--- src/icache_pkg.sv ---
// shared geometry constants, width helpers and controller states for the instruction cache
package icache_pkg;

  ////////////////////////////////////////////////////////////
  // address and fetch geometry
  ////////////////////////////////////////////////////////////

  // physical fetch address width
  localparam int unsigned addr_width  = 32;
  // one instruction word handed back to the fetch unit
  localparam int unsigned fetch_width = 32;

  ////////////////////////////////////////////////////////////
  // derived widths, evaluated per module from its parameters
  ////////////////////////////////////////////////////////////

  // set index bits
  function automatic int unsigned idx_bits(int unsigned num_sets);
    return $clog2(num_sets);
  endfunction

  // byte offset bits inside one line
  function automatic int unsigned off_bits(int unsigned line_bytes);
    return $clog2(line_bytes);
  endfunction

  // tag is whatever remains above index and offset
  function automatic int unsigned tag_bits(int unsigned num_sets, int unsigned line_bytes);
    return addr_width - idx_bits(num_sets) - off_bits(line_bytes);
  endfunction

  // way index, never narrower than one bit
  function automatic int unsigned way_bits(int unsigned num_ways);
    return (num_ways > 1) ? $clog2(num_ways) : 1;
  endfunction

  ////////////////////////////////////////////////////////////
  // controller FSM
  ////////////////////////////////////////////////////////////

  typedef enum logic [1:0] {
    FLUSH,
    IDLE,
    READ,
    MISS
  } ctrl_state_e;

endpackage

--- src/icache_lookup.sv ---
// icache lookup: tag compare, fetch word select and replacement way choice
module icache_lookup #(
  parameter int unsigned NumWays   = 4,
  parameter int unsigned NumSets   = 16,
  parameter int unsigned LineBytes = 16,
  localparam int unsigned OffW     = icache_pkg::off_bits(LineBytes),
  localparam int unsigned TagW     = icache_pkg::tag_bits(NumSets, LineBytes),
  localparam int unsigned WayW     = icache_pkg::way_bits(NumWays),
  localparam int unsigned LineW    = LineBytes * 8
) (
  input  logic                               clk_i,
  input  logic                               rst_ni,
  // latched request
  input  logic [TagW-1:0]                    tag_i,
  input  logic [OffW-1:0]                    offset_i,
  input  logic                               cmp_en_i,
  // refill write, for the replacement state
  input  logic                               upd_i,
  // set read-out from the store
  input  logic [NumWays-1:0][TagW-1:0]       way_tag_i,
  input  logic [NumWays-1:0]                 way_vld_i,
  input  logic [NumWays-1:0][LineW-1:0]      way_line_i,
  input  logic [LineW-1:0]                   rtrn_line_i,
  output logic                               hit_o,
  output logic [WayW-1:0]                    victim_o,
  output logic [icache_pkg::fetch_width-1:0] data_o
);

  import icache_pkg::*;

  logic [NumWays-1:0] way_hit;
  logic [WayW-1:0]    hit_way;
  logic [WayW-1:0]    inv_way;
  logic               all_valid;
  // word position inside the line
  logic [OffW-3:0]    word_sel;
  logic [7:0]         lfsr_q;

  ////////////////////////////////////////////////////////////
  // tag compare and word select
  ////////////////////////////////////////////////////////////

  for (genvar w = 0; w < NumWays; w++) begin : gen_cmp
    assign way_hit[w] = way_vld_i[w] && (way_tag_i[w] == tag_i);
  end

  // walk down so the lowest matching way wins
  always_comb begin
    hit_way = '0;
    for (int w = NumWays - 1; w >= 0; w--) begin
      if (way_hit[w]) begin
        hit_way = WayW'(w);
      end
    end
  end

  // no hit is reported while compare is off
  assign hit_o    = cmp_en_i & (|way_hit);
  assign word_sel = offset_i[OffW-1:2];

  // hit line during lookup, refill line on the return
  always_comb begin
    if (cmp_en_i) begin
      data_o = way_line_i[hit_way][word_sel * fetch_width +: fetch_width];
    end else begin
      data_o = rtrn_line_i[word_sel * fetch_width +: fetch_width];
    end
  end

  ////////////////////////////////////////////////////////////
  // replacement
  ////////////////////////////////////////////////////////////

  assign all_valid = &way_vld_i;

  // lowest empty way first
  always_comb begin
    inv_way = '0;
    for (int w = NumWays - 1; w >= 0; w--) begin
      if (!way_vld_i[w]) begin
        inv_way = WayW'(w);
      end
    end
  end

  // full set, fall back to the pseudo-random way
  assign victim_o = all_valid ? lfsr_q[WayW-1:0] : inv_way;

  // 8-bit fibonacci LFSR, taps 8 6 5 4
  // steps only when a refill evicts a valid line
  always_ff @(posedge clk_i or negedge rst_ni) begin
    if (!rst_ni) begin
      lfsr_q <= 8'h5a;
    end else if (upd_i && all_valid) begin
      lfsr_q <= {lfsr_q[6:0], lfsr_q[7] ^ lfsr_q[5] ^ lfsr_q[4] ^ lfsr_q[3]};
    end
  end

endmodule

--- config.mk ---
export PLATFORM = sky130hd
export DESIGN_NAME = icache_lookup
export DESIGN_NICKNAME = d
export VERILOG_FILES = /design/src/icache_pkg.sv /design/src/icache_lookup.sv
export SDC_FILE = /design/constraint.sdc
export NUM_CORES = 1
export LEC_CHECK = 0
export BUFFER_PORTS_ARGS = -buffer_cell sky130_fd_sc_hd__buf_2
export CORE_AREA = 5 5 307 309
export CTS_BUF_LIST = sky130_fd_sc_hd__clkbuf_4
export CTS_CLUSTER_DIAMETER = 100
export DETAILED_ROUTE_END_ITERATION = 8
export DIE_AREA = 0 0 312 314
export PLACE_DENSITY = 0.39
export SLEW_MARGIN = 15
export SYNTH_ARGS = -nofsm -noshare
export SYNTH_HDL_FRONTEND = slang
export SYNTH_SLANG_ARGS = --single-unit
--- constraint.sdc ---
create_clock -name clk_i -period 3.7 [get_ports clk_i]
set_input_delay 0.185 -clock clk_i [delete_from_list [all_inputs] [get_ports clk_i]]
set_output_delay 0.185 -clock clk_i [all_outputs]
set_load 0.02 [all_outputs]
==> results of run 1 <==
[how the worst max path moves through the flow]
stage / slack, ps / to / startpoint
global placement: -670 / data_o[20] / tag_i[19]
detailed placement: -680 / data_o[19] / tag_i[19]
finish: 70 / data_o[1] / tag_i[14]
CTS: -50 / data_o[10] / way_tag_i[82]
floorplan: 420 / data_o[20] / tag_i[2]
global route: -30 / data_o[10] / tag_i[0]
[placed cells by master (no fill, tap or decap), types with 19 or more instances in the layout]
master and instances:
nor4b_1 31, and3_1 64, or4_1 26, a31oi_1 30
buf_2 786, o31ai_1 31, a21boi_0 63, diode_2 25
o21ai_0 67, mux2_2 69, inv_1 84, nor4_1 108
a21oi_1 51, a41o_1 54, o21a_1 31, o32ai_1 59
nand4_1 23, a21o_1 45, nor2_1 69, nand3_1 100
nor4_2 24, xor2_1 35, buf_6 19, nand2_1 75
buf_12 38, buf_4 216, o211ai_1 94, xnor2_1 53
[power by group through the flow]
stage / combinational (mW) / sequential, mW / clock, mW
2_1_floorplan: 0.557 / 0.0923 / 0
3_3_place_gp: 1.52 / 0.0926 / 0
3_5_place_dp: 1.51 / 0.0926 / 0
4_1_cts: 1.55 / 0.0912 / 0.0711
5_1_grt: 1.70 / 0.0915 / 0.0743
6_report: 1.60 / 0.0913 / 0.0687
[cells in the mapped netlist, drive strengths merged (2+ instances only)]
| cell | count |
|---|---|
| xnor2 | 65 |
| o32ai | 62 |
| o31ai | 32 |
| o21ai | 69 |
| and2 | 4 |
| mux2 | 69 |
| a31oi | 33 |
| and4 | 5 |
| o211ai | 94 |
| nand4b | 2 |
| nor2 | 71 |
| a21oi | 51 |
| nand3 | 101 |
| a311oi | 2 |
| nor4 | 139 |
| buf | 58 |
| o221ai | 2 |
| nor3 | 2 |
| o21a | 33 |
| dfrtp | 4 |
| nand2 | 78 |
| and3 | 66 |
| a21o | 45 |
| or4 | 36 |
| or2 | 6 |
| dfstp | 4 |
| clkbuf | 134 |
| mux2i | 5 |
| a21boi | 65 |
| nand2b | 2 |
| inv | 84 |
| nand4 | 23 |
| a41o | 62 |
| nor4b | 32 |
| xor2 | 36 |
[through the flow]
| step | instances | utilization [%] |
|---|---|---|
| after floorplan | 1585 | - |
| after global placement | 3616 | 19.1 |
| after detailed placement | 3616 | 19.1 |
| after CTS | 3641 | 19.9 |
| after global routing | 3671 | 20.7 |
| final | 3689 | 20.8 |
[worst register-to-register path, stage by stage, from the launching register on]
cell     delay [ps]
dfstp_2         550
xnor2_1         130
xnor2_1         130
o21ai_0          80
[routing by layer]
metal | share of wire, % | global-route usage (%) | wire, um
met1 | 43 | 28.7 | 49600
met2 | 46 | 36.4 | 53200
met3 | 8.3 | 5.25 | 9500
met4 | 2.0 | 3.37 | 2280
met5 | 0.25 | 0 | 288
[logic make-up after synthesis]
logic type / count (synthesis)
AND/OR/NAND/NOR: 571
AO/OA/AOI/OAI: 554
buffers and inverters: 277
XOR/XNOR: 101
multiplexers: 74
flip-flops: 8
[area by class of cell]
cell class                      count  area [um2]  area share [%]
Tap cell                         1186        1480            7.84
Clock buffer                        3        22.5           0.119
Inverter                           85         324            1.71
Multi-Input combinational cell   1300        9730            51.4
Sequential cell                     8         205            1.08
Antenna cell                       25        62.6           0.330
Timing Repair Buffer             1082        7110            37.5
[what timing repair did]
| action | in CTS | in global routing |
|---|---|---|
| setup endpoints to repair | 32 | 32 |
| gates resized for setup | 59 | 91 |
| hold buffers | 1 | 0 |
| buffers inserted | 14 | 22 |
| gates cloned | 7 | 4 |
| endpoints found under the hold margin | 8 | 0 |
| pin swaps | 25 | 39 |
==> flow_summary.toml, run 1 <==
[route]
post-route-drc-count = 0
totalWireLength_um = 115000
drt_iter0_markers = 1650
wire_per_inst_um = 31.2
firstDrtPassIters = 5
antenna_left = 0
viasPerCell = 4.94
num_vias = 18200

[die]
die-area_um2 = 98000
start_util_pct = 11.4
io_pins = 807
die_w_um = 312
core_region_area_um2 = 91100
die_h_um = 314
core.rowCount = 111

[power_and_ir_drop]
combPwrFrac_pct = 90.9
powerDensity_nw_per_um2 = 92.8
seq_power_share_pct = 5.2
ir_drop_v = 0.0000866
power_leakage_nw = 8.66
swShare_pct = 51.6
clock_power_share_pct = 3.9
power.total_mw = 1.76
internal_power_mw = 0.850
power.switching_mw = 0.907

[setup_path]
cp-end-kind = "output pin"
cp_max_fo = 8
path_depth = 18
worst_ep_required_time_ps = 3510
crit_buf_inv = 10
cp_cell_sequence = "buf_2 -> buf_4 -> xor2_1 -> nor4_1 -> buf_4 -> nand4_1 -> nor4_4 -> buf_4 -> a211oi_4 -> buf_12 -> buf_16 -> buf_16 -> buf_12 -> buf_4 -> a41o_4 -> o211ai_1 -> nor4_2 -> buf_4"
crit_top_cell = "buf_4"
cpLargestDelayFamily = "buffers and inverters"
r2r_setup_slack_ps = 2680
reg2reg_to = "lfsr_q[0]"
worstSetupPathType = "input port to output pin"
reg2reg_from = "lfsr_q[3]"
critPathArrivalTime_ps = 3450
worst_r2r_path_depth = 3
cp-start-kind = "input port"
cp_slowest_cell = "o211ai_1"
max_stage_delay_ps = 520

[synth]
syn_inst = 1585
synth_seq_cells = 8
synth-async-reset-ratio_pct = 100
synth_edf_count = 0
synth-seq-area-share_pct = 1.98
ys_types = 52
yosys_warnings = 0
yosys.area_share.adder_pct = 0
syn_area_um2 = 10400
synth_nets = 2357
synth_top_area_cell = "nor4_1"
synth_top_area_share_pct = 8.34
synth_area_leaders = "nor4_1, mux2_2, o211ai_1, a41o_1, xnor2_1"
yosys.area_share.simple_pct = 31.2
syn_avg_cell_area_um2 = 6.53
synth_top_family_by_area = "compound AO/OA/AOI/OAI gates"
ys.flop_type = "dfstp_2"
synth_xor_area_share_pct = 8.61
synthMuxAreaShare_pct = 7.99
synth_compound_area_share_pct = 39.5

[cts]
cts_buffers = 3
cts_buffer_depth = 2
cts_tree = "yes"
htreeDepth = 1
clk_latency_ps = 250
clock_sinks = 8
cts.clk_slew.worst_paths_ps = 60
root_buffer = "clkbuf_4"

[global_routing]
grt_pass1_vias = 18100
grt_max_degree = 133
grt_overflow = 0
grt_use_total_pct = 21.6
antenna_found_initial = 75
grt_first_pass_wirelength_um = 151000

[placement]
numPortBuffers = 804
dp.final_hpwl_um = 95400
placed_cell_area_um2 = 17400
dpl_worst_slack_ps = -683
gp_congestion = 0.929

[timing]
max_freq_ghz = 0.275
fin_crit_sh_pct = 98.1
rsz0062_at_grt = "yes"
setup_ws_ps = 68.5
min_period_ps = 3630
finalSetupViolations = 0
worstMarginPinSlew_ps = 928
timing.hold.ws_ps = 306
setup_tns_ps = 0
finalMaxSlewViolations = 0
slew_headroom_pct = 38.2
finalHoldViolations = 0
fin_skew_ps = 2.17

[finish]
nets = 3252
largest_reg_flops = 8
final_layout_size_suffix_gt1_share_pct = 50.7
area_growth_pct = 82.9
final_cell_area_um2 = 18900
top_regs = "lfsr_q (8)"
fill_cells = 10500
largest-register = "lfsr_q"

[run]
max_cap_violations = 0

[hold_path]
min_path_type = "input port to async pin"

[status]
status = "complete, no violations"
No activity file was read; power rests on OpenSTA's default activity.
==> run 2, diff against run 1 <==
Settings changed: GPL_TIMING_DRIVEN set to 0.
==> run 2 against run 1 <==
Against the previous run: non-clock buffer count decreased by 54; critical path depth decreased by 5; sequential cell count unchanged; largest cell class unchanged; largest power group unchanged.
==> flow_summary.toml, run 2 (synthesis gave the netlist of run 1 again) <==
[setup_path]
cp-end-kind = "output pin"
critPathArrivalTime_ps = 3500
worstSetupPathType = "input port to output pin"
reg2reg_from = "lfsr_q[3]"
worst_ep_required_time_ps = 3510
cp_max_fo = 10
cp-start-kind = "input port"
cp-startpoint = "tag_i[22]"

[cts]
cts_buffer_depth = 2
root_buffer = "clkbuf_4"
cts_buffers = 3
htreeDepth = 1
cts_tree = "yes"
clock_sinks = 8
clk_latency_ps = 250
cts.clk_slew.worst_paths_ps = 60

[route]
totalWireLength_um = 136000
num_vias = 18500
antenna_left = 0
drt_iter0_markers = 1570
post-route-drc-count = 0
wire_per_inst_um = 37.0
firstDrtPassIters = 5
viasPerCell = 5.04

[global_routing]
grt_first_pass_wirelength_um = 173000
grt_use_total_pct = 25.8
grt_pass1_vias = 18700
grt_overflow = 0
antenna_found_initial = 119
grt_max_degree = 12

[hold_path]
min_path_type = "input port to async pin"

[die]
core.rowCount = 111
core_region_area_um2 = 91100
io_pins = 807
die_w_um = 312
start_util_pct = 11.4
die-area_um2 = 98000
die_h_um = 314

[timing]
min_period_ps = 3680
max_freq_ghz = 0.272
timing.hold.ws_ps = 315
fin_crit_sh_pct = 99.5
finalSetupViolations = 0
slew_headroom_pct = 14.7
fin_skew_ps = 1.17
finalMaxSlewViolations = 0
worstMarginPinSlew_ps = 1280
finalHoldViolations = 0
rsz0062_at_grt = "yes"

[finish]
final_common_cell = "buf_2"
final_layout_size_suffix_gt1_share_pct = 49.3
final_cell_area_um2 = 18100
top_regs = "lfsr_q (8)"
largest-register = "lfsr_q"
area_growth_pct = 75.2
nets = 3198
largest_reg_flops = 8
final_cell_mix = "buf_2, nand3_1, o211ai_1"
fill_cells = 10600

[power_and_ir_drop]
power.total_mw = 1.78
clock_power_share_pct = 3.8
swShare_pct = 55.0
powerDensity_nw_per_um2 = 98.3
power.switching_mw = 0.982
ir_drop_v = 0.0000716
combPwrFrac_pct = 91.1
seq_power_share_pct = 5.1
power_leakage_nw = 8.16
internal_power_mw = 0.803

[placement]
placed_cell_area_um2 = 15900
numPortBuffers = 798
gp_congestion = 0.930
dp.final_hpwl_um = 117000

[run]
max_cap_violations = 0

[status]
status = "complete, no violations"
run 2: cell types whose count changed in the layout (fill, tap and decap cells not counted), moves of 8 or more:
| cell | delta |
|---|---|
| buf_4 | -154 |
| clkbuf_2 | +50 |
| clkbuf_1 | +49 |
| diode_2 | +32 |
| buf_12 | -23 |
| clkbuf_4 | +22 |
| xnor2_1 | -19 |
| nor4_1 | -16 |
| xnor2_2 | +15 |
| nor4_2 | +12 |
| buf_2 | +11 |
| a31oi_1 | -8 |
run 2: per-stage QoR:
| stage | TNS [ps] | setup slack [ps] | std cells | utilization, % |
|---|---|---|---|---|
| CTS | 0 | 0.487 | 3591 | 18.9 |
| finish | 0 | 18.0 | 3667 | 19.9 |
| global placement | -80910 | -2930 | 3569 | 17.4 |
| global route | -38.6 | -13.6 | 3633 | 19.8 |
| detailed placement | -84590 | -3100 | 3571 | 17.5 |
| floorplan | 0 | 425 | 1585 | - |
run 2: routing by layer:
| metal | vias to the layer above | wire length (um) | global-route usage, % |
|---|---|---|---|
| met5 | - | 405 | 0 |
| met4 | 64 | 4340 | 5.82 |
| met3 | 262 | 12200 | 7.19 |
| met2 | 1164 | 63700 | 44.5 |
| met1 | 8986 | 55000 | 32.1 |
| li1 | 8001 | - | - |
run 2: layout make-up:
cell class | count | area, um2 | area share (%)
clock buffers | 3 | 22.5 | 0.124
diodes | 57 | 143 | 0.786
repair buffers | 841 | 4550 | 25.1
well taps | 1186 | 1480 | 8.18
plain buffers | 187 | 1240 | 6.83
multi-input cells | 1300 | 10200 | 56.1
inverters | 85 | 320 | 1.76
flip-flops and latches | 8 | 205 | 1.13
run 2: path summary, 6_finish.rpt:
kind                               to  slack (ps)  depth (start not counted)
setup / recovery           data_o[22]          20                         13
hold reg to reg             lfsr_q[2]         490                          2
hold / removal              lfsr_q[0]         310                          2
min in group clk_i          lfsr_q[2]         490                          2
setup reg to reg            lfsr_q[0]        2650                          3
max in group asynchronous   lfsr_q[4]        3140                          2
run 2: timing repair:
action | CTS | global route
resized for setup | 278 | 151
hold endpoints to repair | 8 | 0
hold buffers | 1 | 0
endpoints found under the setup margin | 33 | 32
pin swaps | 37 | 38
gates cloned | 0 | 2
buffers inserted | 21 | 17
run 2: worst max-delay path, cell delays in order:
cell	delay, ps
buf_4	170
xnor2_2	170
nand4_1	110
or4_4	570
a311oi_4	260
buf_12	160
buf_12	150
buf_6	170
mux2_2	340
or4_1	560
o211ai_1	330
nor4_4	110
buf_4	190
run 2: power groups by stage:
stage	logic [mW]	clock network (mW)	registers (mW)
finish	1.63	0.0670	0.0912
floorplan	0.557	0	0.0923
detailed placement	1.49	0	0.0926
CTS	1.57	0.0681	0.0912
global placement	1.49	0	0.0926
global route	1.71	0.0730	0.0914
==> run 3, diff against run 2 <==
Settings changed: CELL_PAD_IN_SITES_DETAIL_PLACEMENT set to 2, CELL_PAD_IN_SITES_GLOBAL_PLACEMENT set to 2, CORE_AREA 5 5 307 309 to 5 5 310 312, DIE_AREA 0 0 312 314 to 0 0 315 317, PLACE_DENSITY 0.39 to 0.63, SLEW_MARGIN 15 to 20.
Clock period 3.7 ns to 2.95 ns, I/O delays scaled along.
==> run 3 against run 2 <==
Against the previous run: the flow now finishes with violations (negative setup slack); die area rose by 1.9%; routed wire length up 4.8%; highest routed layer unchanged; global-route usage up 0.74 points; register-to-register slack lost 710 ps; power up 40%; first-iteration DRC count is 16% lower; sequential power up 25%; final cell count up 2.7%; largest power group unchanged; combinational power up 40%; non-clock buffer count rose by 57.
==> flow_summary.toml, run 3 (synthesis gave the netlist of run 1 again) <==
[status]
status = "finished with violations"
violations = "negative setup slack"

[setup_path]
crit_buf_inv = 6
cpLargestDelayFamily = "simple AND/OR/NAND/NOR gates"
reg2reg_from = "lfsr_q[3]"
cp_max_fo = 6
cp-end-kind = "output pin"
cp_cell_sequence = "buf_12 -> xnor2_4 -> nand4_1 -> or4_4 -> or2_4 -> a211oi_4 -> buf_12 -> buf_12 -> buf_4 -> bufbuf_16 -> a41o_4 -> o211ai_1 -> nor4_2 -> buf_4"
cp-startpoint = "tag_i[15]"
worst_ep_required_time_ps = 2800
worstSetupPathType = "input port to output pin"
max_stage_delay_ps = 590
cp-start-kind = "input port"
cp_slowest_cell = "or4_4"
critPathArrivalTime_ps = 3480
crit_top_cell = "buf_12"

[global_routing]
top_usage_layer = "met2"
grt_pass1_vias = 20200
antenna_found_initial = 62
met2_usage_pct = 45.1
use_met1_pct = 34.4
grt_use_total_pct = 26.5
grt_max_degree = 12
grt_use_met3_pct = 5.40
grt_overflow = 0
grt_first_pass_wirelength_um = 181000

[finish]
largest_reg_flops = 8
final_layout_size_suffix_gt1_share_pct = 55.9
final_common_cell = "buf_2"
largest-register = "lfsr_q"
final_cell_mix = "buf_2, nand3_1, o211ai_1, buf_4, inv_1"
area_growth_pct = 101
finish.utilization_pct = 22.4
nets = 3255
top_regs = "lfsr_q (8)"

[route]
antenna_left = 0
totalWireLength_um = 142000
num_vias = 18700
viasPerCell = 4.96
post-route-drc-count = 0
drt_iter0_markers = 1313
firstDrtPassIters = 5
wire_per_inst_um = 37.8

[timing]
fin_crit_sh_pct = 123
setup_ws_ps = -676
finalSetupViolations = 32
finalHoldViolations = 0
finalMaxSlewViolations = 0
fin_skew_ps = 8.57
rsz0062_at_grt = "yes"
setup_tns_ps = -16580
slew_headroom_pct = 26.1
min_period_ps = 3630
worstMarginPinSlew_ps = 1110
max_freq_ghz = 0.276

[placement]
gp_congestion = 0.937
dp.final_hpwl_um = 119000
dpl_worst_slack_ps = -3010
numPortBuffers = 798

[die]
die_w_um = 315
die_h_um = 317
start_util_pct = 11.2
core.rowCount = 112
die-area_um2 = 99900
io_pins = 807
core_region_area_um2 = 92800

[cts]
clock_sinks = 8
cts_buffer_depth = 2
cts.clk_slew.worst_paths_ps = 60
clk_latency_ps = 260
htreeDepth = 1
cts_tree = "yes"
root_buffer = "clkbuf_4"
cts_buffers = 3

[hold_path]
min_path_type = "input port to async pin"

[power_and_ir_drop]
powerDensity_nw_per_um2 = 120
power.total_mw = 2.49
power_leakage_nw = 9.03
ir_drop_v = 0.000170

[run]
max_cap_violations = 0
[run 3: final timing paths]
kind / to / cells after the start / slack (ps)
worst min register to register: lfsr_q[0] / 2 / 510
max in group asynchronous: lfsr_q[6] / 2 / 2460
min in group clk_i: lfsr_q[0] / 2 / 510
worst max register to register: lfsr_q[0] / 3 / 1940
worst min-delay path: lfsr_q[0] / 2 / 250
worst max-delay path: data_o[26] / 14 / -680
[run 3: area by class of cell]
class | instances | area, um2
Fill cell | 11000 | 72000
Multi-Input combinational cell | 1300 | 11300
Timing Repair Buffer | 899 | 5630
Buffer | 186 | 1640
Tap cell | 1254 | 1570
Inverter | 85 | 320
Sequential cell | 8 | 205
Antenna cell | 30 | 75.1
Clock buffer | 3 | 22.5
[run 3: power by group]
part / internal (mW) / switching [mW]
clock network: 0.0467 / 0.0395
registers: 0.113 / 0.00136
logic: 1.00 / 1.29
total: 1.16 / 1.33
[run 3: timing repair]
item,4_1_cts,5_1_grt
buffers inserted,49,28
gates resized for setup,650,106
endpoints found under the setup margin,33,32
cloned,15,0
hold buffers,1,0
pin swaps,147,70
hold endpoints to repair,8,0
[run 3: stage by stage]
step | instances | hold WS (ps) | area (um2)
after detailed placement | 3655 | -0.177 | 16500
after CTS | 3714 | 252 | 20100
after global routing | 3751 | 272 | 20800
after floorplan | 1585 | -148 | 10600
final | 3765 | 249 | 20800
after global placement | 3637 | -3.38 | 16200
[run 3: metal layers]
metal  part of all wire (%)  vias up
li1                       -     8068
met1                     42     9409
met2                     47      980
met3                    7.5      186
met4                    3.0       22
met5                  0.099        -
