File: config.mk
export PLATFORM = sky130hd
export DESIGN_NAME = icache_ctrl
export DESIGN_NICKNAME = d
export VERILOG_FILES = /design/src/icache_pkg.sv /design/src/icache_ctrl.sv
export SDC_FILE = /design/constraint.sdc
export NUM_CORES = 1
export LEC_CHECK = 0
export ABC_AREA = 1
export BUFFER_PORTS_ARGS = -buffer_cell sky130_fd_sc_hd__buf_2
export CORE_MARGIN = 3
export CORE_UTILIZATION = 39
export DETAILED_ROUTE_END_ITERATION = 7
export PLACE_DENSITY = 0.83
export REMOVE_ABC_BUFFERS = 1
export SLEW_MARGIN = 20
export SYNTH_ARGS = -nofsm -noshare
export SYNTH_HDL_FRONTEND = slang
export SYNTH_SLANG_ARGS = --single-unit
File: constraint.sdc
create_clock -name clk_i -period 1.99 [get_ports clk_i]
set_input_delay 0.199 -clock clk_i [delete_from_list [all_inputs] [get_ports clk_i]]
set_output_delay 0.199 -clock clk_i [all_outputs]
set_load 0.03 [all_outputs]
File: src/icache_pkg.sv
// shared geometry constants, width helpers and controller states for the instruction cache
package icache_pkg;

  ////////////////////////////////////////////////////////////
  // address and fetch geometry
  ////////////////////////////////////////////////////////////

  // physical fetch address width
  localparam int unsigned addr_width  = 32;
  // one instruction word handed back to the fetch unit
  localparam int unsigned fetch_width = 32;

  ////////////////////////////////////////////////////////////
  // derived widths, evaluated per module from its parameters
  ////////////////////////////////////////////////////////////

  // set index bits
  function automatic int unsigned idx_bits(int unsigned num_sets);
    return $clog2(num_sets);
  endfunction

  // byte offset bits inside one line
  function automatic int unsigned off_bits(int unsigned line_bytes);
    return $clog2(line_bytes);
  endfunction

  // tag is whatever remains above index and offset
  function automatic int unsigned tag_bits(int unsigned num_sets, int unsigned line_bytes);
    return addr_width - idx_bits(num_sets) - off_bits(line_bytes);
  endfunction

  // way index, never narrower than one bit
  function automatic int unsigned way_bits(int unsigned num_ways);
    return (num_ways > 1) ? $clog2(num_ways) : 1;
  endfunction

  ////////////////////////////////////////////////////////////
  // controller FSM
  ////////////////////////////////////////////////////////////

  typedef enum logic [1:0] {
    FLUSH,
    IDLE,
    READ,
    MISS
  } ctrl_state_e;

endpackage

File: src/icache_ctrl.sv
// icache controller: request FSM, flush sequencing and refill requests toward memory
module icache_ctrl #(
  parameter int unsigned NumWays   = 4,
  parameter int unsigned NumSets   = 16,
  parameter int unsigned LineBytes = 16,
  localparam int unsigned IdxW     = icache_pkg::idx_bits(NumSets),
  localparam int unsigned OffW     = icache_pkg::off_bits(LineBytes),
  localparam int unsigned TagW     = icache_pkg::tag_bits(NumSets, LineBytes),
  localparam int unsigned WayW     = icache_pkg::way_bits(NumWays)
) (
  input  logic                              clk_i,
  input  logic                              rst_ni,
  // fetch side
  input  logic                              req_i,
  input  logic [icache_pkg::addr_width-1:0] addr_i,
  output logic                              ready_o,
  output logic                              valid_o,
  // enable, flush and perf counter
  input  logic                              en_i,
  input  logic                              flush_i,
  output logic                              miss_o,
  // lookup results
  input  logic                              hit_i,
  input  logic [WayW-1:0]                   victim_i,
  // memory side
  output logic                              mem_req_o,
  output logic [icache_pkg::addr_width-1:0] mem_addr_o,
  output logic                              mem_nc_o,
  input  logic                              mem_ack_i,
  input  logic                              mem_rtrn_vld_i,
  // array control
  output logic                              rd_en_o,
  output logic                              wr_en_o,
  output logic                              clr_en_o,
  output logic [IdxW-1:0]                   index_o,
  output logic [TagW-1:0]                   tag_o,
  output logic [WayW-1:0]                   way_o,
  output logic [OffW-1:0]                   offset_o,
  output logic                              cmp_en_o
);

  import icache_pkg::*;

  ctrl_state_e            state_d, state_q;
  // cache enable, only set again by passing through FLUSH
  logic                   cache_en_d, cache_en_q;
  // flush requests wait here until IDLE
  logic                   flush_d, flush_q;
  // tag compare valid in the next cycle
  logic                   cmp_en_d, cmp_en_q;
  logic                   flush_en, flush_done;
  logic [IdxW-1:0]        flush_cnt_d, flush_cnt_q;
  // latched fetch address and the way picked for refill
  logic [addr_width-1:0]  addr_d, addr_q;
  logic [WayW-1:0]        way_d, way_q;

  ////////////////////////////////////////////////////////////
  // address plumbing
  ////////////////////////////////////////////////////////////

  // take a new address only on an accepted fetch
  assign addr_d = rd_en_o ? addr_i : addr_q;

  // flush walks the sets, otherwise the array follows the next address
  assign index_o  = flush_en ? flush_cnt_q : addr_d[OffW +: IdxW];
  assign tag_o    = addr_q[addr_width-1 -: TagW];
  assign offset_o = addr_q[OffW-1:0];

  // refill is always a whole line
  assign mem_addr_o = {addr_q[addr_width-1:OffW], {OffW{1'b0}}};
  // a disabled cache forwards fetches as non-cacheable
  assign mem_nc_o   = ~cache_en_q;

  // victim sampled while the set read-out sits in the store
  assign way_d = (state_q == READ) ? victim_i : way_q;
  assign way_o = way_q;

  assign cmp_en_o = cmp_en_q;
  assign clr_en_o = flush_en;

  ////////////////////////////////////////////////////////////
  // flush counter
  ////////////////////////////////////////////////////////////

  assign flush_done  = (flush_cnt_q == IdxW'(NumSets - 1));
  assign flush_cnt_d = flush_done ? '0 :
                       flush_en   ? flush_cnt_q + 1'b1 :
                                    flush_cnt_q;

  ////////////////////////////////////////////////////////////
  // main FSM
  ////////////////////////////////////////////////////////////

  always_comb begin
    state_d    = state_q;
    // disable acts at once, enable goes through a flush
    cache_en_d = cache_en_q & en_i;
    flush_d    = flush_q | flush_i;
    cmp_en_d   = 1'b0;
    flush_en   = 1'b0;
    ready_o    = 1'b0;
    valid_o    = 1'b0;
    miss_o     = 1'b0;
    mem_req_o  = 1'b0;
    rd_en_o    = 1'b0;
    wr_en_o    = 1'b0;

    unique case (state_q)
      // clear one set per cycle
      FLUSH: begin
        flush_en = 1'b1;
        if (flush_done) begin
          state_d    = IDLE;
          flush_d    = 1'b0;
          cache_en_d = en_i;
        end
      end
      // wait for a fetch
      IDLE: begin
        cmp_en_d = cache_en_q;
        if (flush_d || (en_i && !cache_en_q)) begin
          state_d = FLUSH;
        end else begin
          ready_o = 1'b1;
          if (req_i) begin
            rd_en_o = 1'b1;
            state_d = READ;
          end
        end
      end
      // set read-out is in the store, check for a hit
      READ: begin
        if (hit_i) begin
          valid_o  = 1'b1;
          state_d  = IDLE;
          cmp_en_d = cache_en_q;
          // stream the next fetch unless a flush waits
          if (!flush_d) begin
            ready_o = 1'b1;
            if (req_i) begin
              rd_en_o = 1'b1;
              state_d = READ;
            end
          end
        end else begin
          // miss or disabled cache, hold the request until acked
          mem_req_o = 1'b1;
          if (mem_ack_i) begin
            miss_o  = cache_en_q;
            state_d = MISS;
          end
        end
      end
      // wait for the line, write it back only if cacheable
      MISS: begin
        if (mem_rtrn_vld_i) begin
          valid_o = 1'b1;
          wr_en_o = cache_en_q;
          state_d = IDLE;
        end
      end
      default: begin
        state_d = FLUSH;
      end
    endcase
  end

  ////////////////////////////////////////////////////////////
  // registers
  ////////////////////////////////////////////////////////////

  always_ff @(posedge clk_i or negedge rst_ni) begin
    if (!rst_ni) begin
      state_q     <= FLUSH;
      cache_en_q  <= 1'b0;
      flush_q     <= 1'b0;
      cmp_en_q    <= 1'b0;
      flush_cnt_q <= '0;
    end else begin
      state_q     <= state_d;
      cache_en_q  <= cache_en_d;
      flush_q     <= flush_d;
      cmp_en_q    <= cmp_en_d;
      flush_cnt_q <= flush_cnt_d;
    end
  end

  always_ff @(posedge clk_i) begin
    addr_q <= addr_d;
    way_q  <= way_d;
  end

endmodule

==> implementation parameters, run 1 <==
Parameter                              Value

STA
  Min Hold Slack    77.7 ps
  Worst Slack Setup Final    -85.8 ps
  Total negative setup slack    -150 ps
  Minimum period implied by the final worst setup slack    slightly above 2000 ps
  Final hold violations    0
  Final setup skew    5.21 ps
  Final cycle utilization of the critical path    104%
  Final slew viol count    0
  Fmax achieved    between 400 and 500 MHz
  Setup-failing EPs final    2
  Setup repair after global routing missed its margin    true

Synthesis
  Post-synthesis cell count    between 150 and 200
  EDFF count, synth    30
  Part of the Yosys area used for sequential elements    about 62%
  Predominant post-synthesis flop cell    sky130_fd_sc_hd__edfxtp_1
  Post-Syn Area    slightly below 2000 um2
  Synth warnings    0
  Number of synthesized register bits    43
  Avg Cell Area, Syn    about 11 um2
  Async set-or-reset flop fraction in the synthesized netlist    a little over a fifth
  Unique masters post-synth    26

Clocking
  Number of clock buffers inserted by TritonCTS    5
  TritonCTS clock tree    built
  Number of levels in the clock H-tree    2
  CTS clock-pin slew for the worst setup and hold paths    around 80 ps
  Clock net sink count    43
  Root buf cell    sky130_fd_sc_hd__clkbuf_8
  Worst-Skew Late Latency    ~290 ps
  Number of buffers on the longest clock path    2

Global route
  Total Routing Usage GR    approximately 17%
  Via count of the first global-routing pass    approximately 1500
  Antenna violations before repair    0
  Largest net degree at the start of global routing    25
  Global-route wire length before repair    7.76 mm
  Overflow left after global routing    0

Pwr
  Total Power    around 2.7 mW
  Clock power frac    about 25%
  Sw Ratio    33.4%
  Worst vdd rail ir drop    between 0.6 and 0.7 mV
  Combinational share of power    around a third
  Switching power    about 0.89 mW
  Power density over cell area    approximately 990 nW/um2
  Leakage power    approximately 1.3 nW
  Sequential power share    around 41%
  Internal portion of total power    ~1.8 mW

Routing
  Detailed router's first-iteration violation count    between 60 and 70
  Number of remaining DRC errors    0
  Antenna-violating nets left    0
  Via Count    about 1600
  Vias per inst    about 4.5
  Detailed Route WL    5.11 mm
  Number of optimization iterations in the first detailed-route pass    4
  Detailed-route wire length per cell    14.9 um

Critical path
  Crit path launch type    flop
  Number of buffers and inverters on the critical path    4
  Maximum fanout along the worst path    5
  Max stage delay on crit path    between 300 and 400 ps
  Category of the critical setup timing path    flop to primary output
  Series of cell instances along the critical path    inv_2 > ha_4 > inv_4 > nor3_4 > buf_6 > nand4_1 > nand3_2 > nand2_2 > buf_6
  Data required time of the worst path    around 1800 ps
  Cell with the largest stage delay on the worst path    sky130_fd_sc_hd__dfrtp_1
  Category of cells accounting for the largest share of critical-path delay    simple AND/OR/NAND/NOR gates
  Kind of end point of the critical path    primary output
  Most numerous cell on the critical path    sky130_fd_sc_hd__buf_6
  Data arrival, critical path    1880 ps

Placed design
  Port Buffers    around 110
  Final weighted congestion in routability-driven placement    about 0.86
  Final HPWL from detailed placement    between 3 and 4 mm
  Worst slack, placed    116 ps

Floorplanning
  Die outline height    roughly 76 um
  Starting density of the core    40.8%
  Die Area    a little under 6000 um2
  Die extent in x    between 70 and 80 um
  I/O pin total    about 120
  Core ar.    4750 um2
  FP Rows    25

Final layout
  N_diodes    0
  Fillcell total    ~400
  # nets final    ~320
  Area delta synth->final    37.9%
  Util after Layout    56.2%
  Layout cell share with drive strength beyond 1    approximately 53%

Min path
  Hold/Removal Path Class    primary input to flop

Run status
  Result of the run    complete, but fails checks
  Violated checks    setup timing

Run
  Number of violations of the max-capacitance limit    0
==> state kept, by name (all words and copies together) (netlist names) <==
| name | flops |
|---|---|
| flush_cnt_q | 4 |
| flush_q | 1 |
| way_o | 2 |
| addr_q | 32 |
| cache_en_q | 1 |
| state_q | 2 |
| cmp_en_o | 1 |
==> cell type report <==
cell class | instances | area (um2) | area share [%]
Multi-Input combinational cell | 78 | 469 | 17.6
Clock buffer | 5 | 68.8 | 2.57
Clock inverter | 3 | 43.8 | 1.64
Inverter | 23 | 92.6 | 3.46
Tap cell | 67 | 83.8 | 3.14
Sequential cell | 43 | 1210 | 45.1
Timing Repair Buffer | 125 | 708 | 26.5
==> metrics by stage <==
step	instances	instance area, um2
finish	344	2670
global route	344	2670
CTS	343	2640
detailed placement	327	2420
global placement	327	2420
floorplan	144	1730
==> synth_stat cells (2+ instances only) <==
master                      n  area share (%)
sky130_fd_sc_hd__o21ai_1    2            0.52
sky130_fd_sc_hd__dfxtp_1    4             4.1
sky130_fd_sc_hd__nor2_1     6             1.2
sky130_fd_sc_hd__buf_2      2            0.52
sky130_fd_sc_hd__nand4_1    6             1.9
sky130_fd_sc_hd__nor3_1     2            0.52
sky130_fd_sc_hd__inv_1     22             4.3
sky130_fd_sc_hd__a21oi_1    3            0.77
sky130_fd_sc_hd__edfxtp_1  30              46
sky130_fd_sc_hd__ha_1       5             3.2
sky130_fd_sc_hd__nand2_1   24             4.6
sky130_fd_sc_hd__and2_1     4             1.3
sky130_fd_sc_hd__buf_4     28              11
sky130_fd_sc_hd__dfrtp_1    9              12
sky130_fd_sc_hd__o21ai_0    3            0.77
sky130_fd_sc_hd__nand3_1   11             2.8
==> cells by family after synthesis <==
kind of cell	synth area share, %
other cells	0.193
flops	62.2
buf+inv	15.8
fa+ha+maj	3.23
compound gates	3.16
simple gates	15.4
==> path summary, 6_finish.rpt <==
kind | endpoint | cells past startpoint | slack, ps | from
setup / recovery | index_o[1] | 9 | -90 | state_q[0]
hold / removal | addr_q[10] | 1 | 80 | addr_i[10]
setup reg to reg | addr_q[5] | 10 | 60 | state_q[0]
hold reg to reg | flush_cnt_q[3] | 1 | 560 | flush_cnt_q[3]
max in group asynchronous | cmp_en_o | 2 | 1520 | rst_ni
min in group asynchronous | flush_cnt_q[0] | 2 | 270 | rst_ni
==> what timing repair did <==
action,CTS,global route
resized for setup,16,7
setup buffers,7,3
endpoints found under the setup margin,6,7
pin swaps,6,3
hold endpoints to repair,9,0
hold buffers,1,0
==> per-layer routing <==
layer / wire length [um] / global-route usage, % / share of wire [%]
met1: 1830 / 17.4 / 36
met2: 2640 / 31.5 / 52
met3: 531 / 7.45 / 10
met4: 109 / 5.80 / 2.1
met5: 0 / 0 / 0
==> placed cells by master (no fill, tap or decap), types with 4 or more instances in the layout <==
cell / count
sky130_fd_sc_hd__nand2_1: 22
sky130_fd_sc_hd__buf_6: 6
sky130_fd_sc_hd__edfxtp_1: 30
sky130_fd_sc_hd__inv_1: 18
sky130_fd_sc_hd__clkbuf_8: 5
sky130_fd_sc_hd__nand4_1: 6
sky130_fd_sc_hd__buf_4: 10
sky130_fd_sc_hd__dfrtp_1: 9
sky130_fd_sc_hd__dfxtp_1: 4
sky130_fd_sc_hd__nor2_1: 6
sky130_fd_sc_hd__buf_2: 107
sky130_fd_sc_hd__nand3_1: 10
sky130_fd_sc_hd__conb_1: 4
==> power groups by stage <==
stage	clock network, mW	registers (mW)	logic, mW
after floorplan	0	1.11	0.481
after global placement	0	1.10	0.700
after detailed placement	0	1.11	0.716
after CTS	0.678	1.08	0.880
after global routing	0.722	1.09	0.992
final	0.668	1.09	0.901
Power figures use the tool's default switching activity.
==> inputs of run 2 (changes only) <==
--- a/config.mk
+++ b/config.mk
@@ -8,10 +8,13 @@
 export ABC_AREA = 1
 export BUFFER_PORTS_ARGS = -buffer_cell sky130_fd_sc_hd__buf_2
 export CORE_MARGIN = 3
-export CORE_UTILIZATION = 39
+export CORE_UTILIZATION = 40
+export CTS_BUF_LIST = sky130_fd_sc_hd__clkbuf_8
 export DETAILED_ROUTE_END_ITERATION = 7
-export PLACE_DENSITY = 0.83
+export GPL_TIMING_DRIVEN = 0
+export PLACE_DENSITY = 0.85
 export REMOVE_ABC_BUFFERS = 1
+export SKIP_CTS_REPAIR_TIMING = 1
 export SLEW_MARGIN = 20
 export SYNTH_ARGS = -nofsm -noshare
 export SYNTH_HDL_FRONTEND = slang
==> implementation parameters, run 2 (synthesized netlist as in run 1, its figures left out) <==
Parameter                              Value

Global route
  Global-route wire length before repair    6.57 mm (was 7.76 mm)
  Via count of the first global-routing pass    1380 (was 1545)
  Antenna violations before repair    0 (unchanged)
  Overflow left after global routing    0 (unchanged)
  Total Routing Usage GR    15.7% (was 17.2%)
  Largest net degree at the start of global routing    30 (was 25)

Run status
  Result of the run    complete, but fails checks (unchanged)
  Violated checks    setup timing (unchanged)

Critical path
  Reg2reg start    state_q[1] (was state_q[0])
  Endpoint of the most critical setup path    rd_en_o (was index_o[1])
  Critical Path Start    state_q[1] (was state_q[0])
  Kind of end point of the critical path    primary output (unchanged)
  Category of the critical setup timing path    flop to primary output (unchanged)
  Data required time of the worst path    1790 ps (about the same)
  Maximum fanout along the worst path    6 (was 5)
  Number of cells traversed by the worst register-to-register path    8 (was 10)
  Endpoint of the worst-slack reg-to-reg timing path    addr_q[29] (was addr_q[5])
  Crit path launch type    flop (unchanged)
  Data arrival, critical path    1980 ps (was 1880 ps)
  Slack of the worst reg-to-reg path    -20 ps (was 60 ps)

Final layout
  Max FFs per register    32 (unchanged)
  Non-filler instance count after layout    329 (was 344)
  Most flop-heavy register    addr_q (unchanged)
  Layout cell share with drive strength beyond 1    53.4% (was 53.1%)
  # nets final    323 (unchanged)
  Area delta synth->final    37.1% (was 37.9%)
  Summed area of non-filler cells in the final layout    2660 um2 (was 2670 um2)
  N_diodes    0 (unchanged)
  Biggest regs    addr_q: 32 flops, flush_cnt_q: 4 flops (unchanged)
  Commonest non-fill, non-tap cell in the layout    sky130_fd_sc_hd__buf_2 (unchanged)
  Highest-count cells in the layout ignoring fill and taps    sky130_fd_sc_hd__buf_2, sky130_fd_sc_hd__edfxtp_1, sky130_fd_sc_hd__nand2_1 (unchanged)

Floorplanning
  FP Rows    24 (was 25)
  Core ar.    4500 um2 (was 4750 um2)
  I/O pin total    117 (unchanged)
  Starting density of the core    43.0% (was 40.8%)
  Die outline height    75.6 um (was 76.5 um)
  Die extent in x    75.6 um (was 76.5 um)
  Die Area    5720 um2 (was 5850 um2)

Routing
  Detailed-route wire length per cell    14.5 um (was 14.9 um)
  Detailed Route WL    4.78 mm (was 5.11 mm)
  Detailed router's first-iteration violation count    62 (was 69)
  Number of remaining DRC errors    0 (unchanged)
  Number of optimization iterations in the first detailed-route pass    4 (unchanged)
  Via Count    1534 (was 1562)
  Antenna-violating nets left    0 (unchanged)
  Vias per inst    4.66 (was 4.54)

Placed design
  Port Buffers    112 (unchanged)
  Final HPWL from detailed placement    3.74 mm (was 3.96 mm)
  Placed instance area    2350 um2 (was 2420 um2)
  Placed Cells    308 (was 327)
  Worst slack, placed    -636 ps (was 116 ps)
  Final weighted congestion in routability-driven placement    0.771 (was 0.861)

STA
  Final hold violations    0 (unchanged)
  Final cycle utilization of the critical path    110% (was 104%)
  Minimum period implied by the final worst setup slack    2180 ps (was 2080 ps)
  Setup-failing EPs final    19 (was 2)
  Setup repair after global routing missed its margin    true (unchanged)
  Final slew viol count    0 (unchanged)
  Fmax achieved    458 MHz (was 482 MHz)
  Worst Slack Setup Final    -191 ps (was -85.8 ps)
  Final setup skew    2.79 ps (was 5.21 ps)

Clocking
  Worst-Skew Late Latency    290 ps (about the same)
  Root buf cell    sky130_fd_sc_hd__clkbuf_8 (unchanged)
  TritonCTS clock tree    built (unchanged)
  Number of buffers on the longest clock path    2 (unchanged)
  CTS clock-pin slew for the worst setup and hold paths    80 ps (about the same)
  Number of clock buffers inserted by TritonCTS    5 (unchanged)
  Number of levels in the clock H-tree    2 (unchanged)
  Clock net sink count    43 (unchanged)

Min path
  Hold/Removal Path Class    primary input to flop (unchanged)

Pwr
  Worst vdd rail ir drop    0.683 mV (was 0.644 mV)
  Leakage power    1.30 nW (was 1.31 nW)
  Power density over cell area    1030 nW/um2 (was 993 nW/um2)

Run
  Number of violations of the max-capacitance limit    0 (unchanged)
## run 2: how the worst min path moves through the flow
stage,start,endpoint,slack (ps),cells after the start
global route,addr_i[1],addr_q[1],60,1
global placement,rst_ni,flush_cnt_q[2],60,1
CTS,rst_ni,cache_en_q,-250,1
floorplan,rst_ni,cache_en_q,-100,0
detailed placement,rst_ni,flush_cnt_q[2],70,1
finish,addr_i[13],addr_q[13],80,1
## run 2: per-layer routing
layer	share of wire (%)	track usage, %	vias to the layer above
li1	-	-	748
met1	37	17.8	689
met2	49	26.2	89
met3	12	6.46	8
met4	1.8	6.60	0
met5	0	0	-
## run 2: critical path, cell delays in order (launching register included)
cell and delay [ps]:
sky130_fd_sc_hd__dfrtp_1 410, sky130_fd_sc_hd__inv_2 80, sky130_fd_sc_hd__ha_4 290, sky130_fd_sc_hd__inv_4 40, sky130_fd_sc_hd__nor3_4 300, sky130_fd_sc_hd__nand3_4 150
sky130_fd_sc_hd__buf_4 170, sky130_fd_sc_hd__clkinvlp_4 70, sky130_fd_sc_hd__buf_2 200
## run 2: power breakdown
part	internal [mW]	switching, mW
clock network	0.496	0.281
registers	1.02	0.0629
logic	0.350	0.518
## run 2: stage by stage
step / power (mW) / setup TNS [ps] / hold WS, ps / utilization, %
6_report: 2.73 / -1030 / 82.3 / 59.0
5_1_grt: 2.89 / -4270 / 61.7 / 59.0
4_1_cts: 2.58 / -15120 / -251 / 55.2
3_5_place_dp: 1.80 / -13830 / 66.6 / 52.3
3_3_place_gp: 1.78 / -12150 / 61.7 / 52.3
2_1_floorplan: 1.59 / -7490 / -96.6 / -
## run 2: area by class of cell
type	instances	area, um2
Tap cell	52	65.1
Multi-Input combinational cell	78	469
Clock inverter	3	63.8
Timing Repair inverter	2	15.0
Inverter	23	92.6
Clock buffer	5	68.8
Timing Repair Buffer	123	677
Fill cell	387	1850
Sequential cell	43	1210
==> inputs of run 3 (changes only) <==
--- a/config.mk
+++ b/config.mk
@@ -5,14 +5,13 @@
 export SDC_FILE = /design/constraint.sdc
 export NUM_CORES = 1
 export LEC_CHECK = 0
-export ABC_AREA = 1
 export BUFFER_PORTS_ARGS = -buffer_cell sky130_fd_sc_hd__buf_2
 export CORE_MARGIN = 3
-export CORE_UTILIZATION = 40
-export CTS_BUF_LIST = sky130_fd_sc_hd__clkbuf_8
+export CORE_UTILIZATION = 39
+export CTS_BUF_LIST = sky130_fd_sc_hd__clkbuf_4 sky130_fd_sc_hd__clkbuf_8 sky130_fd_sc_hd__clkbuf_16
 export DETAILED_ROUTE_END_ITERATION = 7
 export GPL_TIMING_DRIVEN = 0
-export PLACE_DENSITY = 0.85
+export PLACE_DENSITY = 0.83
 export REMOVE_ABC_BUFFERS = 1
 export SKIP_CTS_REPAIR_TIMING = 1
 export SLEW_MARGIN = 20
==> constraint.sdc (replaced) <==
create_clock -name clk_i -period 1.99 [get_ports clk_i]
set_input_delay 0.199 -clock clk_i [delete_from_list [all_inputs] [get_ports clk_i]]
set_output_delay 0.199 -clock clk_i [all_outputs]
set_load 0.05 [all_outputs]
==> implementation parameters, run 3 <==
Parameter                              Value

Pwr
  Power density over cell area    1070 nW/um2 (was 1030 nW/um2)
  Worst vdd rail ir drop    0.672 mV (was 0.683 mV)
  Leakage power    1.25 nW (was 1.30 nW)

STA
  Worst Slack Setup Final    -105 ps (was -191 ps)
  Worst rel slew slack    58.1%
  Final cycle utilization of the critical path    105% (was 110%)
  Final hold violations    0 (unchanged)
  Fmax achieved    477 MHz (was 458 MHz)
  Actual transition at the worst max-transition pin    between 600 and 700 ps
  Setup repair after global routing missed its margin    true (unchanged)
  Final slew viol count    0 (unchanged)
  Total negative setup slack    -422 ps (was -1030 ps)
  Minimum period implied by the final worst setup slack    2100 ps (was 2180 ps)
  Final setup skew    5.11 ps (was 2.79 ps)
  Setup-failing EPs final    6 (was 19)

Global route
  Via count of the first global-routing pass    1342 (was 1380)
  Global-route wire length before repair    7.13 mm (was 6.57 mm)
  Total Routing Usage GR    15.6% (was 15.7%)
  Largest net degree at the start of global routing    30 (unchanged)
  Overflow left after global routing    0 (unchanged)
  Antenna violations before repair    0 (unchanged)

Synthesis
  Predominant post-synthesis flop cell    sky130_fd_sc_hd__edfxtp_1 (unchanged)
  Part of the Yosys area used for sequential elements    62.4% (was 62.2%)
  Cell taking the most area after synthesis    sky130_fd_sc_hd__edfxtp_1 (unchanged)
  Cell types with the highest counts after synthesis    sky130_fd_sc_hd__edfxtp_1, sky130_fd_sc_hd__buf_4, sky130_fd_sc_hd__o21ai_0 (was sky130_fd_sc_hd__edfxtp_1, sky130_fd_sc_hd__buf_4, sky130_fd_sc_hd__nand2_1)
  Unique masters post-synth    32 (was 26)
  Number of synthesized register bits    43 (unchanged)
  EDFF count, synth    30 (unchanged)
  Largest cells by area after synthesis    sky130_fd_sc_hd__edfxtp_1, sky130_fd_sc_hd__dfrtp_1, sky130_fd_sc_hd__buf_4, sky130_fd_sc_hd__dfxtp_1, sky130_fd_sc_hd__ha_1 (was sky130_fd_sc_hd__edfxtp_1, sky130_fd_sc_hd__dfrtp_1, sky130_fd_sc_hd__buf_4, sky130_fd_sc_hd__nand2_1, sky130_fd_sc_hd__inv_1)
  Async set-or-reset flop fraction in the synthesized netlist    20.9% (unchanged)
  Cell with the most instances after synthesis    sky130_fd_sc_hd__edfxtp_1 (unchanged)
  Top-area cell type share of the netlist area    46.6% (was 46.5%)
  Post-synthesis cell count    151 (was 171)
  Post-Syn Area    1930 um2 (was 1940 um2)
  Synth warnings    0 (unchanged)
  Avg Cell Area, Syn    12.8 um2 (was 11.3 um2)

Run status
  Violated checks    setup timing (unchanged)
  Result of the run    complete, but fails checks (unchanged)

Final layout
  Fillcell total    397 (was 387)
  Layout cell share with drive strength beyond 1    62.0% (was 53.4%)
  Max FFs per register    32 (unchanged)
  # nets final    309 (was 323)
  Storage cell area    1210 um2 (unchanged)
  Most flop-heavy register    addr_q (unchanged)
  Biggest regs    addr_q: 32 flops, flush_cnt_q: 4 flops (unchanged)
  Area delta synth->final    41.7% (was 37.1%)
  Highest-count cells in the layout ignoring fill and taps    sky130_fd_sc_hd__buf_2, sky130_fd_sc_hd__edfxtp_1, sky130_fd_sc_hd__buf_4 (was sky130_fd_sc_hd__buf_2, sky130_fd_sc_hd__edfxtp_1, sky130_fd_sc_hd__nand2_1)
  Util after Layout    60.0% (was 59.0%)
  Area of the multi-input gates    566 um2 (was 469 um2)
  Commonest non-fill, non-tap cell in the layout    sky130_fd_sc_hd__buf_2 (unchanged)
  Non-filler instance count after layout    328 (was 329)
  N_diodes    0 (unchanged)

Routing
  Number of optimization iterations in the first detailed-route pass    4 (unchanged)
  Detailed-route wire length per cell    15.5 um (was 14.5 um)
  Detailed Route WL    5.07 mm (was 4.78 mm)
  Vias per inst    4.69 (was 4.66)
  Number of remaining DRC errors    0 (unchanged)
  Via Count    1538 (was 1534)
  Antenna-violating nets left    0 (unchanged)
  Detailed router's first-iteration violation count    60 (was 62)

Critical path
  Kind of end point of the critical path    primary output (unchanged)
  Slack of the worst reg-to-reg path    80 ps (was -20 ps)
  Maximum fanout along the worst path    5 (was 6)
  Data required time of the worst path    1790 ps (about the same)
  Data arrival, critical path    1900 ps (was 1980 ps)
  Category of the critical setup timing path    flop to primary output (unchanged)
  Crit path launch type    flop (unchanged)

Clocking
  Root buf cell    sky130_fd_sc_hd__clkbuf_8 (unchanged)
  Clock net sink count    43 (unchanged)
  Number of buffers on the longest clock path    2 (unchanged)
  TritonCTS clock tree    built (unchanged)
  Number of clock buffers inserted by TritonCTS    5 (unchanged)
  Number of levels in the clock H-tree    2 (unchanged)
  CTS clock-pin slew for the worst setup and hold paths    80 ps (about the same)
  Worst-Skew Late Latency    290 ps (about the same)

Placed design
  Final HPWL from detailed placement    3.78 mm (was 3.74 mm)
  Final weighted congestion in routability-driven placement    0.829 (was 0.771)
  Placed Cells    301 (was 308)
  Port Buffers    112 (unchanged)

Floorplanning
  I/O pin total    117 (unchanged)
  Die Area    5840 um2 (was 5720 um2)
  Die extent in x    76.4 um (was 75.6 um)
  Core ar.    4560 um2 (was 4500 um2)
  Die outline height    76.4 um (was 75.6 um)
  Starting density of the core    42.4% (was 43.0%)
  FP Rows    24 (unchanged)

Min path
  Hold/Removal Path Class    primary input to flop (unchanged)

Run
  Number of violations of the max-capacitance limit    0 (unchanged)
[run 3: logic make-up (layout without fill, tap and decap cells)]
kind of cell | count (synthesis) | in the layout | share of synthesized area, %
other | 1 | 4 | 0.194
buffers and inverters | 40 | 149 | 13.4
AO/OA/AOI/OAI | 31 | 31 | 10.4
adder cells (fa/ha/maj) | 5 | 5 | 3.24
multiplexers | 3 | 3 | 1.88
XOR/XNOR | 1 | 1 | 0.453
AND/OR/NAND/NOR | 27 | 27 | 8.02
flip-flops | 43 | 43 | 62.4
[run 3: metrics by stage]
step	power, mW	hold slack (ps)	setup WS, ps	area [um2]
final	2.93	78.3	-105	2740
after global routing	3.08	60.8	-180	2740
after CTS	2.64	-261	-1080	2480
after detailed placement	1.97	66.2	-737	2360
after global placement	1.95	66.1	-701	2360
after floorplan	1.76	-96.6	-403	1720
[run 3: area by class of cell]
cell class | instances | share of cell area (%)
Clock buffer | 5 | 2.51
Clock inverter | 3 | 1.60
Inverter | 10 | 1.51
Multi-Input combinational cell | 71 | 20.6
Sequential cell | 43 | 44.0
Tap cell | 65 | 2.97
Timing Repair Buffer | 130 | 26.5
Timing Repair inverter | 1 | 0.274
[run 3: path summary, 6_finish.rpt]
path / to / depth (start not counted) / from
worst max-delay path: index_o[0] / 7 / state_q[0]
max in group asynchronous: state_q[1] / 2 / rst_ni
min in group asynchronous: state_q[0] / 2 / rst_ni
worst min register to register: addr_q[6] / 2 / addr_q[6]
worst max register to register: state_q[1] / 7 / state_q[1]
worst min-delay path: addr_q[0] / 1 / addr_i[0]
[run 3: worst max-delay path, stage by stage, from the launching register on]
cell and delay, ps:
sky130_fd_sc_hd__dfrtp_1 410, sky130_fd_sc_hd__inv_2 110, sky130_fd_sc_hd__ha_4 220, sky130_fd_sc_hd__and3_4 170
sky130_fd_sc_hd__a31oi_4 240, sky130_fd_sc_hd__o21ai_2 100, sky130_fd_sc_hd__a21oi_2 180, sky130_fd_sc_hd__buf_6 180
[run 3: routing by layer]
metal | global-route usage, % | up-vias | share of wire (%)
li1 | - | 727 | -
met1 | 17.8 | 719 | 39
met2 | 27.4 | 90 | 51
met3 | 5.79 | 2 | 9.8
met4 | 4.35 | 0 | 0.24
met5 | 0 | - | 0
[run 3: power by group]
group | switching (mW) | internal, mW
Clock | 0.297 | 0.374
Combinational | 0.677 | 0.496
Sequential | 0.0656 | 1.02
